**config.mk**
```make
export PLATFORM = sky130hd
export DESIGN_NAME = mini_cpu_top
export DESIGN_NICKNAME = d
export VERILOG_FILES = /design/src/design/cpu_pkg.sv /design/src/design/mini_cpu_top.sv /design/src/design/apb_debug_unit.sv /design/src/design/execute_stage.sv /design/src/design/decode_stage.sv /design/src/design/register_bank.sv
export SDC_FILE = /design/constraint.sdc
export NUM_CORES = 2
export LEC_CHECK = 0
export BUFFER_PORTS_ARGS = -buffer_cell sky130_fd_sc_hd__buf_2
export CAP_MARGIN = 5
export CORE_UTILIZATION = 53
export DETAILED_ROUTE_END_ITERATION = 10
export GPL_TIMING_DRIVEN = 0
export MAX_ROUTING_LAYER = met4
export PLACE_DENSITY = 0.75
export SYNTH_ARGS = -nofsm -noshare
export SYNTH_HDL_FRONTEND = slang
export SYNTH_SLANG_ARGS = --single-unit
```
**constraint.sdc**
```tcl
create_clock -name i_clock -period 4.28 [get_ports i_clock]
set_input_delay 0.214 -clock i_clock [delete_from_list [all_inputs] [get_ports i_clock]]
set_output_delay 0.214 -clock i_clock [all_outputs]
set_load 0.005 [all_outputs]
```
**src/design/cpu_pkg.sv**
```systemverilog
`default_nettype none

package cpu_pkg;

    localparam int NB_DATA     = 32;
    localparam int NB_REG_ADDR = 5;

    // MIPS-style opcodes
    localparam logic [5:0] OP_RTYPE = 6'h00;
    localparam logic [5:0] OP_ADDI  = 6'h08;
    localparam logic [5:0] OP_ORI   = 6'h0d;
    localparam logic [5:0] OP_LUI   = 6'h0f;

    // R-type function field
    localparam logic [5:0] FN_ADD = 6'h20;
    localparam logic [5:0] FN_SUB = 6'h22;
    localparam logic [5:0] FN_AND = 6'h24;
    localparam logic [5:0] FN_OR  = 6'h25;
    localparam logic [5:0] FN_XOR = 6'h26;
    localparam logic [5:0] FN_SLT = 6'h2a;

    typedef enum logic [2:0] {
        ALU_ADD,
        ALU_SUB,
        ALU_AND,
        ALU_OR,
        ALU_XOR,
        ALU_SLT,
        ALU_LUI
    } alu_op_e;

    typedef struct packed {
        logic [5:0]             opcode;
        logic [NB_REG_ADDR-1:0] rs;
        logic [NB_REG_ADDR-1:0] rt;
        logic [NB_REG_ADDR-1:0] rd;
        logic [4:0]             shamt;
        logic [5:0]             funct;
    } r_view_t;

    typedef struct packed {
        logic [5:0]             opcode;
        logic [NB_REG_ADDR-1:0] rs;
        logic [NB_REG_ADDR-1:0] rt;
        logic [15:0]            imm;
    } i_view_t;

    // Same word, two field layouts
    typedef union packed {
        r_view_t r_view;
        i_view_t i_view;
    } instr_t;

    // Debug APB byte addresses
    localparam logic [7:0] DBG_CTRL     = 8'h00;
    localparam logic [7:0] DBG_STATUS   = 8'h04;
    localparam logic [7:0] DBG_COUNT    = 8'h08;
    localparam logic [7:0] DBG_REG_BASE = 8'h80; // Register n at base + 4n

endpackage

`default_nettype wire
```
**src/design/mini_cpu_top.sv**
```systemverilog
`timescale 1ns/1ps
`default_nettype none

module mini_cpu_top #(
    parameter int P_NB_DATA     = cpu_pkg::NB_DATA,
    parameter int P_NB_REG_ADDR = cpu_pkg::NB_REG_ADDR
) (
    input  logic                 i_clock,
    input  logic                 i_reset,
    input  logic                 i_instr_valid,
    input  logic [31:0]          i_instr,
    output logic                 o_instr_ready,
    input  logic                 i_psel,
    input  logic                 i_penable,
    input  logic                 i_pwrite,
    input  logic [7:0]           i_paddr,
    input  logic [P_NB_DATA-1:0] i_pwdata,
    output logic [P_NB_DATA-1:0] o_prdata,
    output logic                 o_pready,
    output logic                 o_pslverr
);

    import cpu_pkg::*;

    logic [P_NB_REG_ADDR-1:0] rd_addr_a;
    logic [P_NB_REG_ADDR-1:0] rd_addr_b;
    logic [P_NB_DATA-1:0]     rd_data_a;
    logic [P_NB_DATA-1:0]     rd_data_b;
    logic                     dec_valid;
    alu_op_e                  dec_alu_op;
    logic [P_NB_REG_ADDR-1:0] dec_dest;
    logic                     dec_write;
    logic                     dec_use_imm;
    logic [P_NB_DATA-1:0]     dec_imm;
    logic [P_NB_REG_ADDR-1:0] dec_src_a;
    logic [P_NB_REG_ADDR-1:0] dec_src_b;
    logic                     wb_write;
    logic [P_NB_REG_ADDR-1:0] wb_addr;
    logic [P_NB_DATA-1:0]     wb_data;
    logic                     halt_req;
    logic                     pipe_empty;
    logic                     exec_busy;
    logic                     retire;
    logic                     dbg_read;
    logic [P_NB_REG_ADDR-1:0] dbg_addr;

    decode_stage #(.P_NB_DATA(P_NB_DATA), .P_NB_REG_ADDR(P_NB_REG_ADDR)) u_decode (
        .i_clock(i_clock), .i_reset(i_reset), .i_instr_valid(i_instr_valid),
        .i_instr(i_instr), .i_halt(halt_req), .o_instr_ready(o_instr_ready),
        .o_read_addr_a(rd_addr_a), .o_read_addr_b(rd_addr_b), .o_valid(dec_valid),
        .o_alu_op(dec_alu_op), .o_dest(dec_dest), .o_write(dec_write),
        .o_use_imm(dec_use_imm), .o_imm(dec_imm), .o_src_a(dec_src_a),
        .o_src_b(dec_src_b), .o_empty(pipe_empty)
    );

    execute_stage #(.P_NB_DATA(P_NB_DATA), .P_NB_REG_ADDR(P_NB_REG_ADDR)) u_execute (
        .i_clock(i_clock), .i_reset(i_reset), .i_valid(dec_valid), .i_alu_op(dec_alu_op),
        .i_dest(dec_dest), .i_write(dec_write), .i_use_imm(dec_use_imm), .i_imm(dec_imm),
        .i_src_a(dec_src_a), .i_src_b(dec_src_b), .i_data_a(rd_data_a),
        .i_data_b(rd_data_b), .o_wb_write(wb_write), .o_wb_addr(wb_addr),
        .o_wb_data(wb_data), .o_busy(exec_busy), .o_retire(retire)
    );

    register_bank #(.P_NB_DATA(P_NB_DATA), .P_NB_REG_ADDR(P_NB_REG_ADDR)) u_bank (
        .i_clock(i_clock), .i_reset(i_reset), .i_write(wb_write), .i_write_addr(wb_addr),
        .i_write_data(wb_data), .i_read_addr_a(rd_addr_a), .i_read_addr_b(rd_addr_b),
        .i_dbg_read(dbg_read), .i_dbg_addr(dbg_addr), .o_data_a(rd_data_a),
        .o_data_b(rd_data_b)
    );

    apb_debug_unit #(.P_NB_DATA(P_NB_DATA), .P_NB_REG_ADDR(P_NB_REG_ADDR)) u_debug (
        .i_clock(i_clock), .i_reset(i_reset), .i_psel(i_psel), .i_penable(i_penable),
        .i_pwrite(i_pwrite), .i_paddr(i_paddr), .i_pwdata(i_pwdata),
        .i_pipe_empty(pipe_empty), .i_exec_busy(exec_busy), .i_retire(retire),
        .i_reg_data(rd_data_a), .o_prdata(o_prdata), .o_pready(o_pready),
        .o_pslverr(o_pslverr), .o_halt(halt_req), .o_dbg_read(dbg_read),
        .o_dbg_addr(dbg_addr)
    );

endmodule

`default_nettype wire

```
**src/design/apb_debug_unit.sv**
```systemverilog
`timescale 1ns/1ps
`default_nettype none

module apb_debug_unit #(
    parameter int P_NB_DATA     = cpu_pkg::NB_DATA,
    parameter int P_NB_REG_ADDR = cpu_pkg::NB_REG_ADDR
) (
    input  logic                     i_clock,
    input  logic                     i_reset,
    input  logic                     i_psel,
    input  logic                     i_penable,
    input  logic                     i_pwrite,
    input  logic [7:0]               i_paddr,
    input  logic [P_NB_DATA-1:0]     i_pwdata,
    input  logic                     i_pipe_empty,
    input  logic                     i_exec_busy,
    input  logic                     i_retire,
    input  logic [P_NB_DATA-1:0]     i_reg_data,    // Bank port A
    output logic [P_NB_DATA-1:0]     o_prdata,
    output logic                     o_pready,
    output logic                     o_pslverr,
    output logic                     o_halt,
    output logic                     o_dbg_read,
    output logic [P_NB_REG_ADDR-1:0] o_dbg_addr
);

    import cpu_pkg::*;

    localparam int unsigned REG_COUNT = 1 << P_NB_REG_ADDR;

    logic                 access;
    logic                 halted;
    logic [7:0]           reg_offset;
    logic                 is_ctrl;
    logic                 is_status;
    logic                 is_count;
    logic                 is_reg;
    logic                 error;
    logic                 rd_wait;      // Bank data arrives next cycle
    logic [P_NB_DATA-1:0] retire_count;

    assign access     = i_psel && i_penable;
    assign halted     = o_halt && i_pipe_empty && !i_exec_busy;
    assign reg_offset = i_paddr - DBG_REG_BASE;

    assign is_ctrl   = i_paddr == DBG_CTRL;
    assign is_status = i_paddr == DBG_STATUS;
    assign is_count  = i_paddr == DBG_COUNT;
    assign is_reg    = (i_paddr >= DBG_REG_BASE) && (reg_offset[1:0] == 2'b00)
                       && (32'(reg_offset[7:2]) < REG_COUNT);

    assign error = (i_pwrite && !is_ctrl)
                   || !(is_ctrl || is_status || is_count || is_reg)
                   || (is_reg && !halted);

    assign o_dbg_read = access && is_reg && !i_pwrite && halted;
    assign o_dbg_addr = reg_offset[2 +: P_NB_REG_ADDR];

    assign o_pready  = access && (!o_dbg_read || rd_wait);
    assign o_pslverr = o_pready && error;

    always_comb begin
        o_prdata = '0;
        if (o_pready && !i_pwrite) begin
            if (is_ctrl) begin
                o_prdata[0] = o_halt;
            end else if (is_status) begin
                o_prdata[1:0] = {o_halt, halted};  // Bit 0 halted and drained
            end else if (is_count) begin
                o_prdata = retire_count;
            end else if (is_reg && halted) begin
                o_prdata = i_reg_data;
            end
        end
    end

    always_ff @(posedge i_clock) begin
        if (i_reset) begin
            o_halt       <= 1'b0;
            rd_wait      <= 1'b0;
            retire_count <= '0;
        end else begin
            if (access && i_pwrite && is_ctrl) begin
                o_halt <= i_pwdata[0];
            end
            rd_wait <= o_dbg_read && !rd_wait;
            if (i_retire) begin
                retire_count <= retire_count + 1'b1;
            end
        end
    end

    // A register read completes only after a cycle of bank latency
    a_pready_in_access: assert property (@(posedge i_clock) disable iff (i_reset)
        o_pready |-> (i_psel && i_penable && (!o_dbg_read || $past(o_dbg_read))))
        else $error("pready outside an APB access phase or before register data");

endmodule

`default_nettype wire

```
**src/design/execute_stage.sv**
```systemverilog
`timescale 1ns/1ps
`default_nettype none

module execute_stage #(
    parameter int P_NB_DATA     = cpu_pkg::NB_DATA,
    parameter int P_NB_REG_ADDR = cpu_pkg::NB_REG_ADDR
) (
    input  logic                     i_clock,
    input  logic                     i_reset,
    input  logic                     i_valid,
    input  cpu_pkg::alu_op_e         i_alu_op,
    input  logic [P_NB_REG_ADDR-1:0] i_dest,
    input  logic                     i_write,
    input  logic                     i_use_imm,
    input  logic [P_NB_DATA-1:0]     i_imm,
    input  logic [P_NB_REG_ADDR-1:0] i_src_a,
    input  logic [P_NB_REG_ADDR-1:0] i_src_b,
    input  logic [P_NB_DATA-1:0]     i_data_a,  // Registered bank read
    input  logic [P_NB_DATA-1:0]     i_data_b,
    output logic                     o_wb_write,
    output logic [P_NB_REG_ADDR-1:0] o_wb_addr,
    output logic [P_NB_DATA-1:0]     o_wb_data,
    output logic                     o_busy,
    output logic                     o_retire
);

    import cpu_pkg::*;

    logic                 fwd_a;
    logic                 fwd_b;
    logic [P_NB_DATA-1:0] op_a;
    logic [P_NB_DATA-1:0] reg_b;
    logic [P_NB_DATA-1:0] op_b;
    logic [P_NB_DATA-1:0] result;
    logic                 res_valid;

    // Previous result is not in the bank yet
    assign fwd_a = o_wb_write && (o_wb_addr == i_src_a);
    assign fwd_b = o_wb_write && (o_wb_addr == i_src_b);

    assign op_a  = fwd_a ? o_wb_data : i_data_a;
    assign reg_b = fwd_b ? o_wb_data : i_data_b;
    assign op_b  = i_use_imm ? i_imm : reg_b;

    always_comb begin
        case (i_alu_op)
            ALU_ADD: result = op_a + op_b;
            ALU_SUB: result = op_a - op_b;
            ALU_AND: result = op_a & op_b;
            ALU_OR:  result = op_a | op_b;
            ALU_XOR: result = op_a ^ op_b;
            ALU_SLT: result = {{(P_NB_DATA-1){1'b0}}, $signed(op_a) < $signed(op_b)};
            ALU_LUI: result = op_b << 16;     // Upper half from immediate
            default: result = '0;
        endcase
    end

    always_ff @(posedge i_clock) begin
        if (i_reset) begin
            res_valid  <= 1'b0;
            o_wb_write <= 1'b0;
        end else begin
            res_valid  <= i_valid;
            o_wb_write <= i_valid && i_write;
        end
    end

    // Result register feeds writeback
    always_ff @(posedge i_clock) begin
        if (i_valid) begin
            o_wb_addr <= i_dest;
            o_wb_data <= result;
        end
    end

    assign o_busy   = res_valid;
    assign o_retire = res_valid;   // One pulse per completed instruction

endmodule

`default_nettype wire

```
**src/design/decode_stage.sv**
```systemverilog
`timescale 1ns/1ps
`default_nettype none

module decode_stage #(
    parameter int P_NB_DATA     = cpu_pkg::NB_DATA,
    parameter int P_NB_REG_ADDR = cpu_pkg::NB_REG_ADDR
) (
    input  logic                     i_clock,
    input  logic                     i_reset,
    input  logic                     i_instr_valid,
    input  cpu_pkg::instr_t          i_instr,
    input  logic                     i_halt,
    output logic                     o_instr_ready,
    output logic [P_NB_REG_ADDR-1:0] o_read_addr_a,
    output logic [P_NB_REG_ADDR-1:0] o_read_addr_b,
    output logic                     o_valid,
    output cpu_pkg::alu_op_e         o_alu_op,
    output logic [P_NB_REG_ADDR-1:0] o_dest,
    output logic                     o_write,
    output logic                     o_use_imm,
    output logic [P_NB_DATA-1:0]     o_imm,
    output logic [P_NB_REG_ADDR-1:0] o_src_a,
    output logic [P_NB_REG_ADDR-1:0] o_src_b,
    output logic                     o_empty
);

    import cpu_pkg::*;

    logic                     running;     // Low until the first edge out of reset
    logic                     accept;
    logic                     known;
    logic                     zero_ext;
    alu_op_e                  alu_op;
    logic [P_NB_REG_ADDR-1:0] dest;
    logic                     use_imm;
    logic [P_NB_DATA-1:0]     imm_ext;

    assign o_instr_ready = running && !i_halt;
    assign accept        = i_instr_valid && o_instr_ready;

    // rs and rt sit at the same place in both views
    assign o_read_addr_a = i_instr.r_view.rs;
    assign o_read_addr_b = i_instr.r_view.rt;

    always_comb begin
        known    = 1'b1;
        alu_op   = ALU_ADD;
        dest     = i_instr.i_view.rt;
        use_imm  = 1'b1;
        zero_ext = 1'b0;
        case (i_instr.r_view.opcode)
            OP_RTYPE: begin
                dest    = i_instr.r_view.rd;
                use_imm = 1'b0;
                case (i_instr.r_view.funct)
                    FN_ADD:  alu_op = ALU_ADD;
                    FN_SUB:  alu_op = ALU_SUB;
                    FN_AND:  alu_op = ALU_AND;
                    FN_OR:   alu_op = ALU_OR;
                    FN_XOR:  alu_op = ALU_XOR;
                    FN_SLT:  alu_op = ALU_SLT;
                    default: known  = 1'b0;
                endcase
            end
            OP_ADDI: alu_op = ALU_ADD;
            OP_ORI: begin
                alu_op   = ALU_OR;
                zero_ext = 1'b1;
            end
            OP_LUI: begin
                alu_op   = ALU_LUI;
                zero_ext = 1'b1;
            end
            default: known = 1'b0; // Dropped as a bubble
        endcase
    end

    assign imm_ext = zero_ext ? {{(P_NB_DATA-16){1'b0}}, i_instr.i_view.imm}
                              : {{(P_NB_DATA-16){i_instr.i_view.imm[15]}}, i_instr.i_view.imm};

    always_ff @(posedge i_clock) begin
        if (i_reset) begin
            running <= 1'b0;
            o_valid <= 1'b0;
        end else begin
            running <= 1'b1;
            o_valid <= accept && known;
        end
    end

    // Decoded fields, only meaningful while o_valid
    always_ff @(posedge i_clock) begin
        if (accept) begin
            o_alu_op  <= alu_op;
            o_dest    <= dest;
            o_write   <= known && (dest != '0);
            o_use_imm <= use_imm;
            o_imm     <= imm_ext;
            o_src_a   <= i_instr.r_view.rs;
            o_src_b   <= i_instr.r_view.rt;
        end
    end

    assign o_empty = !o_valid;

    a_no_write_r0: assert property (@(posedge i_clock) disable iff (i_reset)
        !(o_valid && o_write && (o_dest == '0)))
        else $error("decode issued a write to register 0");

endmodule

`default_nettype wire

```
**src/design/register_bank.sv**
```systemverilog
`timescale 1ns/1ps
`default_nettype none

module register_bank #(
    parameter int P_NB_DATA     = cpu_pkg::NB_DATA,
    parameter int P_NB_REG_ADDR = cpu_pkg::NB_REG_ADDR
) (
    input  logic                     i_clock,
    input  logic                     i_reset,
    input  logic                     i_write,         // Writeback strobe
    input  logic [P_NB_REG_ADDR-1:0] i_write_addr,
    input  logic [P_NB_DATA-1:0]     i_write_data,
    input  logic [P_NB_REG_ADDR-1:0] i_read_addr_a,
    input  logic [P_NB_REG_ADDR-1:0] i_read_addr_b,
    input  logic                     i_dbg_read,      // Debug owns port A
    input  logic [P_NB_REG_ADDR-1:0] i_dbg_addr,
    output logic [P_NB_DATA-1:0]     o_data_a,
    output logic [P_NB_DATA-1:0]     o_data_b
);

    localparam int DEPTH = 1 << P_NB_REG_ADDR;

    logic [P_NB_DATA-1:0]     regs [DEPTH];
    logic [P_NB_REG_ADDR-1:0] addr_a;
    logic                     write_ok;
    logic                     bypass_a;
    logic                     bypass_b;

    assign addr_a   = i_dbg_read ? i_dbg_addr : i_read_addr_a;
    assign write_ok = i_write && (i_write_addr != '0); // Register 0 is never written

    // Same-cycle write forwarded to the read ports
    assign bypass_a = write_ok && (i_write_addr == addr_a);
    assign bypass_b = write_ok && (i_write_addr == i_read_addr_b);

    always_ff @(posedge i_clock) begin
        if (i_reset) begin
            for (int i = 0; i < DEPTH; i++) begin
                regs[i] <= '0;
            end
        end else if (write_ok) begin
            regs[i_write_addr] <= i_write_data;
        end
    end

    // Registered read ports
    always_ff @(posedge i_clock) begin
        if (i_reset) begin
            o_data_a <= '0;
            o_data_b <= '0;
        end else begin
            o_data_a <= bypass_a ? i_write_data : regs[addr_a];
            o_data_b <= bypass_b ? i_write_data : regs[i_read_addr_b];
        end
    end

    // Register 0 reads zero through storage and bypass
    property p_reg_zero_stays;
        @(posedge i_clock) disable iff (i_reset)
            (addr_a == '0) |=> (o_data_a == '0);
    endproperty

    a_reg_zero_stays: assert property (p_reg_zero_stays)
        else $error("register 0 read back a nonzero value");

endmodule

`default_nettype wire

```
Word-level counts from Yosys, hierarchy flattened
Memory sizes are Yosys's and may differ from the RTL's. A register that Yosys moved wholly into a read port is not among the register bits.
Index checks and enable logic that the tools add are counted.
{"block": "word_totals", "register_bits": 112, "latch_bits": 0, "ram_bits": 1024, "mem_bits_ro": 0, "inputBits": 78, "out_inout_bits": 35, "wordCells": 125, "mem_count": 1}
{"name": "u_bank.regs", "depth": 32, "width": 32, "rd": 2, "rd_clocked_by_memory_dff": 2, "write_ports": 32, "line_no": "register_bank.sv:23", "source": "logic [P_NB_DATA-1:0] regs [DEPTH];"}
{"block": "classes", "add_sub_neg": 4, "mul": 0, "n_div": 0, "order_cmp": 3, "eq_ne": 19, "n_shift": 0, "muxes": 28, "bitwise": 3, "reduce_logical": 50}
{"operator": "2-to-1 mux 32 bit", "count": 7}
{"operator": "one-hot mux 32 bit (7 select lines)", "count": 1}
{"operator": "== test 6 bit (second input constant)", "count": 6}
{"operator": "adder 32 x 1 -> 32 bit (second input constant)", "count": 1}
{"operator": "adder 32 bit", "count": 1}
{"operator": "AND 32 bit", "count": 1}
{"operator": "less-than comparator 32 bit", "count": 1}
{"operator": "bitwise OR 32 bit", "count": 1}
{"operator": "OR reduction 32 bit", "count": 1}
{"operator": "subtractor 32 bit", "count": 1}
{"operator": "XOR 32 bit", "count": 1}
{"operator": "2-to-1 mux 31 bit", "count": 1}
{"operator": "2-to-1 mux 30 bit", "count": 1}
{"operator": "logical AND 1 bit", "count": 25}
{"operator": "== test 6 x 4 -> 1 bit (second input constant)", "count": 3}
{"operator": "2-to-1 mux 5 bit", "count": 3}
{"operator": "one-hot mux 3 bit (5 select lines)", "count": 1}
{"operator": "2-to-1 mux 1 bit", "count": 11}
{"operator": "== test 5 bit", "count": 2}
{"operator": "nonzero test 5 bit", "count": 2}
{"operator": "== test 3 bit (second input constant)", "count": 3}
{"operator": "logical NOT 1 bit", "count": 9}
{"operator": "one-hot mux 3 bit (3 select lines)", "count": 1}
{"operator": "== test 8 x 3 -> 1 bit (second input constant)", "count": 1}
{"operator": "other kinds (16)", "count": 22}

Longest topological paths before layout
{"block": "logic_depth", "ltp_word": 12, "mapped_depth": 22, "mapped_depth_nobuf": 17}

By module
A second synthesis with hierarchy kept.
{"block": "unflattened", "cells_unflattened": 5654, "hier_area_um2": 68184.1}
{"mod": "register_bank", "n_inst": 1, "cells_each": 4171, "area_each_um2": 56400.3, "seq_area_each_um2": 32030.7}
{"mod": "execute_stage", "n_inst": 1, "cells_each": 1088, "area_each_um2": 7986.4, "seq_area_each_um2": 1151.1}
{"mod": "apb_debug_unit", "n_inst": 1, "cells_each": 291, "area_each_um2": 2164.6, "seq_area_each_um2": 680.7}
{"mod": "decode_stage", "n_inst": 1, "cells_each": 104, "area_each_um2": 1632.8, "seq_area_each_um2": 1151.1}

Worst setup path after synthesis
OpenSTA, ideal clock, no wires.
{"block": "synth_path", "kind": "register to register", "start": "register u_execute.o_wb_addr[2]", "end": "register u_execute.o_wb_data[19] (data pin)", "setup_time_ns": 0.259, "arrival_ns": 4.476, "required_time_ns": 4.021, "path_slack_ns": -0.455, "stages_incl_launch_ff": 19, "n_path_buf": 4, "period_less_slack_ns": 4.735, "cell_sequence": "edfxtp_1 buf_1 xor2_1 nor4_1 and3_1 clkbuf_1 buf_1 mux2_2 ha_1 clkbuf_1 and3_1 a221o_1 a221o_1 a41o_1 a41o_1 a21oi_1 a211o_1 a21oi_1 o31a_1"}
{"block": "synth_between", "elab_chain_cells": 6, "elab_cells_between_ends": 13, "cone_classes": "add/sub: 2; eq/ne: 2; mux: 4; bitwise: 3; reduce/logical: 2"}
{"item": "start, declared", "line_no": "execute_stage.sv:21", "source": "output logic [P_NB_REG_ADDR-1:0] o_wb_addr,"}
{"item": "start signal, assigned", "line_no": "execute_stage.sv:71", "source": "o_wb_addr <= i_dest;"}
{"item": "== test 5 bit", "line_no": "execute_stage.sv:39", "source": "assign fwd_b = o_wb_write && (o_wb_addr == i_src_b);"}
{"item": "logical AND 1 bit", "line_no": "execute_stage.sv:39"}
{"item": "2-to-1 mux 32 bit", "line_no": "execute_stage.sv:42", "source": "assign reg_b = fwd_b ? o_wb_data : i_data_b;"}
{"item": "2-to-1 mux 32 bit", "line_no": "execute_stage.sv:43", "source": "assign op_b = i_use_imm ? i_imm : reg_b;"}
{"item": "subtractor 32 bit, or another cell as far along", "line_no": "execute_stage.sv:48", "source": "ALU_SUB: result = op_a - op_b;"}
{"item": "one-hot mux 32 bit (7 select lines) (*)", "line_no": "execute_stage.sv:46", "source": "case (i_alu_op)"}
{"item": "net u_execute.result[19]", "line_no": "execute_stage.sv:34", "source": "logic [P_NB_DATA-1:0] result;"}
{"item": "end signal, assigned", "line_no": "execute_stage.sv:72", "source": "o_wb_data <= result;"}
{"item": "end, declared", "line_no": "execute_stage.sv:22", "source": "output logic [P_NB_DATA-1:0] o_wb_data,"}
Mark *: on every way through the listed nets, which the timed path passes. The rest lies on a longest branch.
A chain may end at the register's enable or synchronous reset.

Final worst setup path
{"block": "layout_path", "start": "register u_execute.o_wb_addr[3]", "end": "register u_execute.o_wb_data[0] (data pin)"}
{"block": "layout_between", "elab_chain_cells": 6, "elab_cells_between_ends": 14, "cone_classes": "add/sub: 2; order compare: 1; eq/ne: 2; mux: 4; bitwise: 3; reduce/logical: 2"}
{"item": "== test 5 bit", "line_no": "execute_stage.sv:39"}
{"item": "logical AND 1 bit", "line_no": "execute_stage.sv:39"}
{"item": "2-to-1 mux 32 bit", "line_no": "execute_stage.sv:42"}
{"item": "2-to-1 mux 32 bit", "line_no": "execute_stage.sv:43"}
{"item": "subtractor 32 bit, or another cell as far along", "line_no": "execute_stage.sv:48"}
{"item": "one-hot mux 32 bit (7 select lines) (*)", "line_no": "execute_stage.sv:46"}
{"item": "net u_execute.result[0]", "line_no": "execute_stage.sv:34"}
Marked as above.

==> impl_metrics.json <==
{
  "die_x_microns": 362,
  "hold-worst-slack_ns": 0.0695,
  "design_area_sq_um": 81300,
  "drive_gt1_share_pct": 19.7,
  "vias_per_cell": 6.73,
  "p_seq_share_pct": 43.7,
  "p_clk_share_pct": 38.9,
  "die_h_microns": 362,
  "io_buffer_count": 81,
  "yosysUniqueCellTypes": 82,
  "grt_max_degree": 32,
  "layout.nets": 6876,
  "coreArea_sq_um": 128000,
  "syn_inst": 6262,
  "utilization_pct": 63.5,
  "vias": 57600,
  "ys_warn_count": 0,
  "wirelength_microns": 299000,
  "irDropWorstVdd_v": 0.000340,
  "grt_usage_pct": 46.5,
  "yosysMostFrequentCell": "nand2_1",
  "grt_antenna_before_repair": 40,
  "syn_area_sq_um": 68600,
  "critPathLaunchType": "register",
  "worstPathRequired_ns": 4.78,
  "cts_tree": "yes",
  "cap_violations": 0,
  "dr.pass1.iters": 10,
  "avgRoutedWirePerCell_microns": 34.9,
  "row_count": 131,
  "critPathKind": "register to register",
  "die-area_sq_um": 131000,
  "status": "complete, but fails checks",
  "hp-start": "i_instr[26]",
  "timing.critical_path.slowest_cell_delay_ns": 0.52,
  "rsz0062_at_grt": "true",
  "critPathTopFamily": "compound AO/OA/AOI/OAI gates",
  "ys_seq_area_share_pct": 51.1,
  "worstMarginPinSlew_ns": 1.45,
  "switchingPower_mw": 8.81,
  "synth_top_area_share_pct": 48.1,
  "fin_crit_ns": 4.83,
  "syn_to_final_growth_pct": 18.6,
  "skew_ns": 0.0451,
  "place_hpwl_microns": 232000,
  "place.gp.congestion": 1.08,
  "relSlewSlack_pct": 3.58,
  "synth-edff-count": 1098,
  "path_clk_slew_ns": 0.06,
  "avgSynthCellArea_sq_um": 11.0,
  "root_buffer": "clkbuf_16",
  "ys_async_sr_fraction_pct": 0,
  "crit_path_end_kind": "register",
  "clock_latency_ns": 0.80,
  "hold_class": "input port to register",
  "synth_top_area_cell": "edfxtp_1",
  "grt_overflow": 0,
  "num_io_pins": 113,
  "synthFlopType": "edfxtp_1",
  "ctsLongestPathBuffers": 3,
  "ant_nets": 0,
  "p_sw_share_pct": 28.6,
  "grt_pass1_vias": 54800,
  "crit_chain": "buf_6, xor2_1, nor4_1, and3_1, buf_6, buf_12, mux2i_4, o21ai_4, ha_4, fa_2, nor2_4, o2111ai_4, a211oi_4, o31ai_4, buf_12, o21ai_4, o41ai_4, or4_4, o2111ai_4, o221ai_2",
  "crit_path_start": "u_execute.o_wb_addr[3]",
  "h-tree-depth": 4,
  "start_util_pct": 53.6,
  "p_total_mw": 30.8,
  "synth_common_cells": "nand2_1, edfxtp_1, and2_1, clkbuf_1, mux4_2",
  "finalCritPeriodShare_pct": 113,
  "path_max_fanout": 7,
  "timing.fmax_ghz": 0.207,
  "layout_setup_ws_ns": -0.549,
  "drc": 0,
  "r2r-start": "u_execute.o_wb_addr[3]",
  "hold_viol": 0,
  "p_per_area_nw_per_um2": 379,
  "fillCellCount": 10100,
  "intPower_mw": 22.0,
  "synthTopCellsByArea": "edfxtp_1, mux4_2, and2_1",
  "setup_violations": 87,
  "reg2reg_setup_slack_ns": -0.55,
  "place_area_sq_um": 72700,
  "cts.sinks": 1200,
  "cp_num_buf_inv": 4,
  "drt-initial-drc-count": 10600,
  "p_leak_nw": 30.0,
  "ys_ff_latch": 1200,
  "violations": "setup timing",
  "register_area_sq_um": 35000,
  "final_max_slew_viol_count": 0,
  "multi_input_area_sq_um": 33500,
  "cts-buffers-inserted": 136,
  "arrival_ns": 5.33,
  "critPathSlowestCell": "or4_4",
  "grt_first_pass_wirelength_microns": 409000,
  "pwr-share-comb_pct": 17.4
}
flip-flops by register name (all words and copies together) (netlist names), 3 cells and up:
register / cells
u_decode.o_src_a: 5
u_bank.o_data_a: 32
u_bank.o_data_b: 32
u_decode.o_alu_op: 3
u_decode.o_dest: 5
u_decode.o_imm: 17
u_execute.o_wb_addr: 5
u_bank.regs: 1024
u_debug.retire_count: 32
u_execute.o_wb_data: 32
u_decode.o_src_b: 5
worst min-delay path: cells and delay by family:
family	cells	cell delay (ns)
AOI/OAI and AO/OA	1	0.08
and+or+nand+nor	3	0.41
buffers and inverters	1	0.11
final timing paths:
path	endpoint	cells after the start
worst min-delay path	u_decode.o_valid	5
worst max register to register	u_execute.o_wb_data[0]	20
worst min register to register	u_execute.o_wb_addr[2]	0
worst max-delay path	u_execute.o_wb_data[0]	20
layer usage:
metal / up-vias / part of all wire [%] / GRT usage, %
li1: 23600 / - / -
met1: 28300 / 34 / 54.8
met2: 4711 / 44 / 67.8
met3: 947 / 16 / 18.7
met4: 0 / 6.7 / 25.7
met5: - / 0 / -
placed cells by master (no fill, tap or decap), types with 64 or more instances in the layout:
| master | instances |
|---|---|
| nand2_1 | 1138 |
| nand3_1 | 202 |
| clkbuf_1 | 370 |
| and2_1 | 1000 |
| buf_2 | 140 |
| inv_1 | 102 |
| ha_1 | 73 |
| mux4_2 | 321 |
| edfxtp_1 | 1098 |
| and3_1 | 185 |
| dfxtp_1 | 101 |
| nor2_1 | 228 |
| clkbuf_16 | 142 |
| a31oi_1 | 100 |
| clkbuf_2 | 64 |
| a21oi_1 | 69 |
| buf_4 | 106 |
metrics by stage:
step	setup slack [ns]	setup TNS [ns]	cells
after global routing	-0.640	-8.63	8551
final	-0.549	-9.92	8558
after floorplan	-0.0711	-13.70	6293
after CTS	-0.513	-6.19	8512
after detailed placement	-2.72	-137.88	8144
after global placement	-3.27	-2633.23	8103
final cells by class:
cell class	count	area share, %
Buffer	567	3.37
Tap cell	1729	2.66
Timing Repair Buffer	274	3.56
Antenna cell	28	0.0862
Inverter	119	0.566
Clock inverter	80	1.04
Sequential cell	1200	43.1
Clock buffer	168	4.45
Multi-Input combinational cell	4393	41.2
cells by family (layout without fill, tap and decap cells):
kind of cell	Yosys count	in the layout	synth area share, %
AOI/OAI and AO/OA	791	791	8.11
adders and majority gates	108	108	1.99
xor gates and xnor gates	66	66	0.843
DFF	1200	1200	51.1
and+or+nand+nor	2945	2945	21.4
muxes	451	451	12.6
buffers and inverters	700	1208	3.99
other	1	60	0.00547
timing repair:
action                     in CTS  in global routing
gates cloned                    2                  0
hold buffers                   34                  0
buffers inserted               92                 27
setup endpoints to repair     436                286
pin swaps                     110                 63
hold endpoints to repair       39                  0
gates resized for setup       502                204
power by group through the flow:
stage	Clock [mW]	Sequential, mW	Combinational, mW
2_1_floorplan	0	13.6	2.39
3_3_place_gp	0	13.7	3.99
3_5_place_dp	0	13.7	4.12
4_1_cts	11.9	13.4	4.88
5_1_grt	12.3	13.5	5.45
6_report	12.0	13.5	5.36
Power figures use the tool's default switching activity.
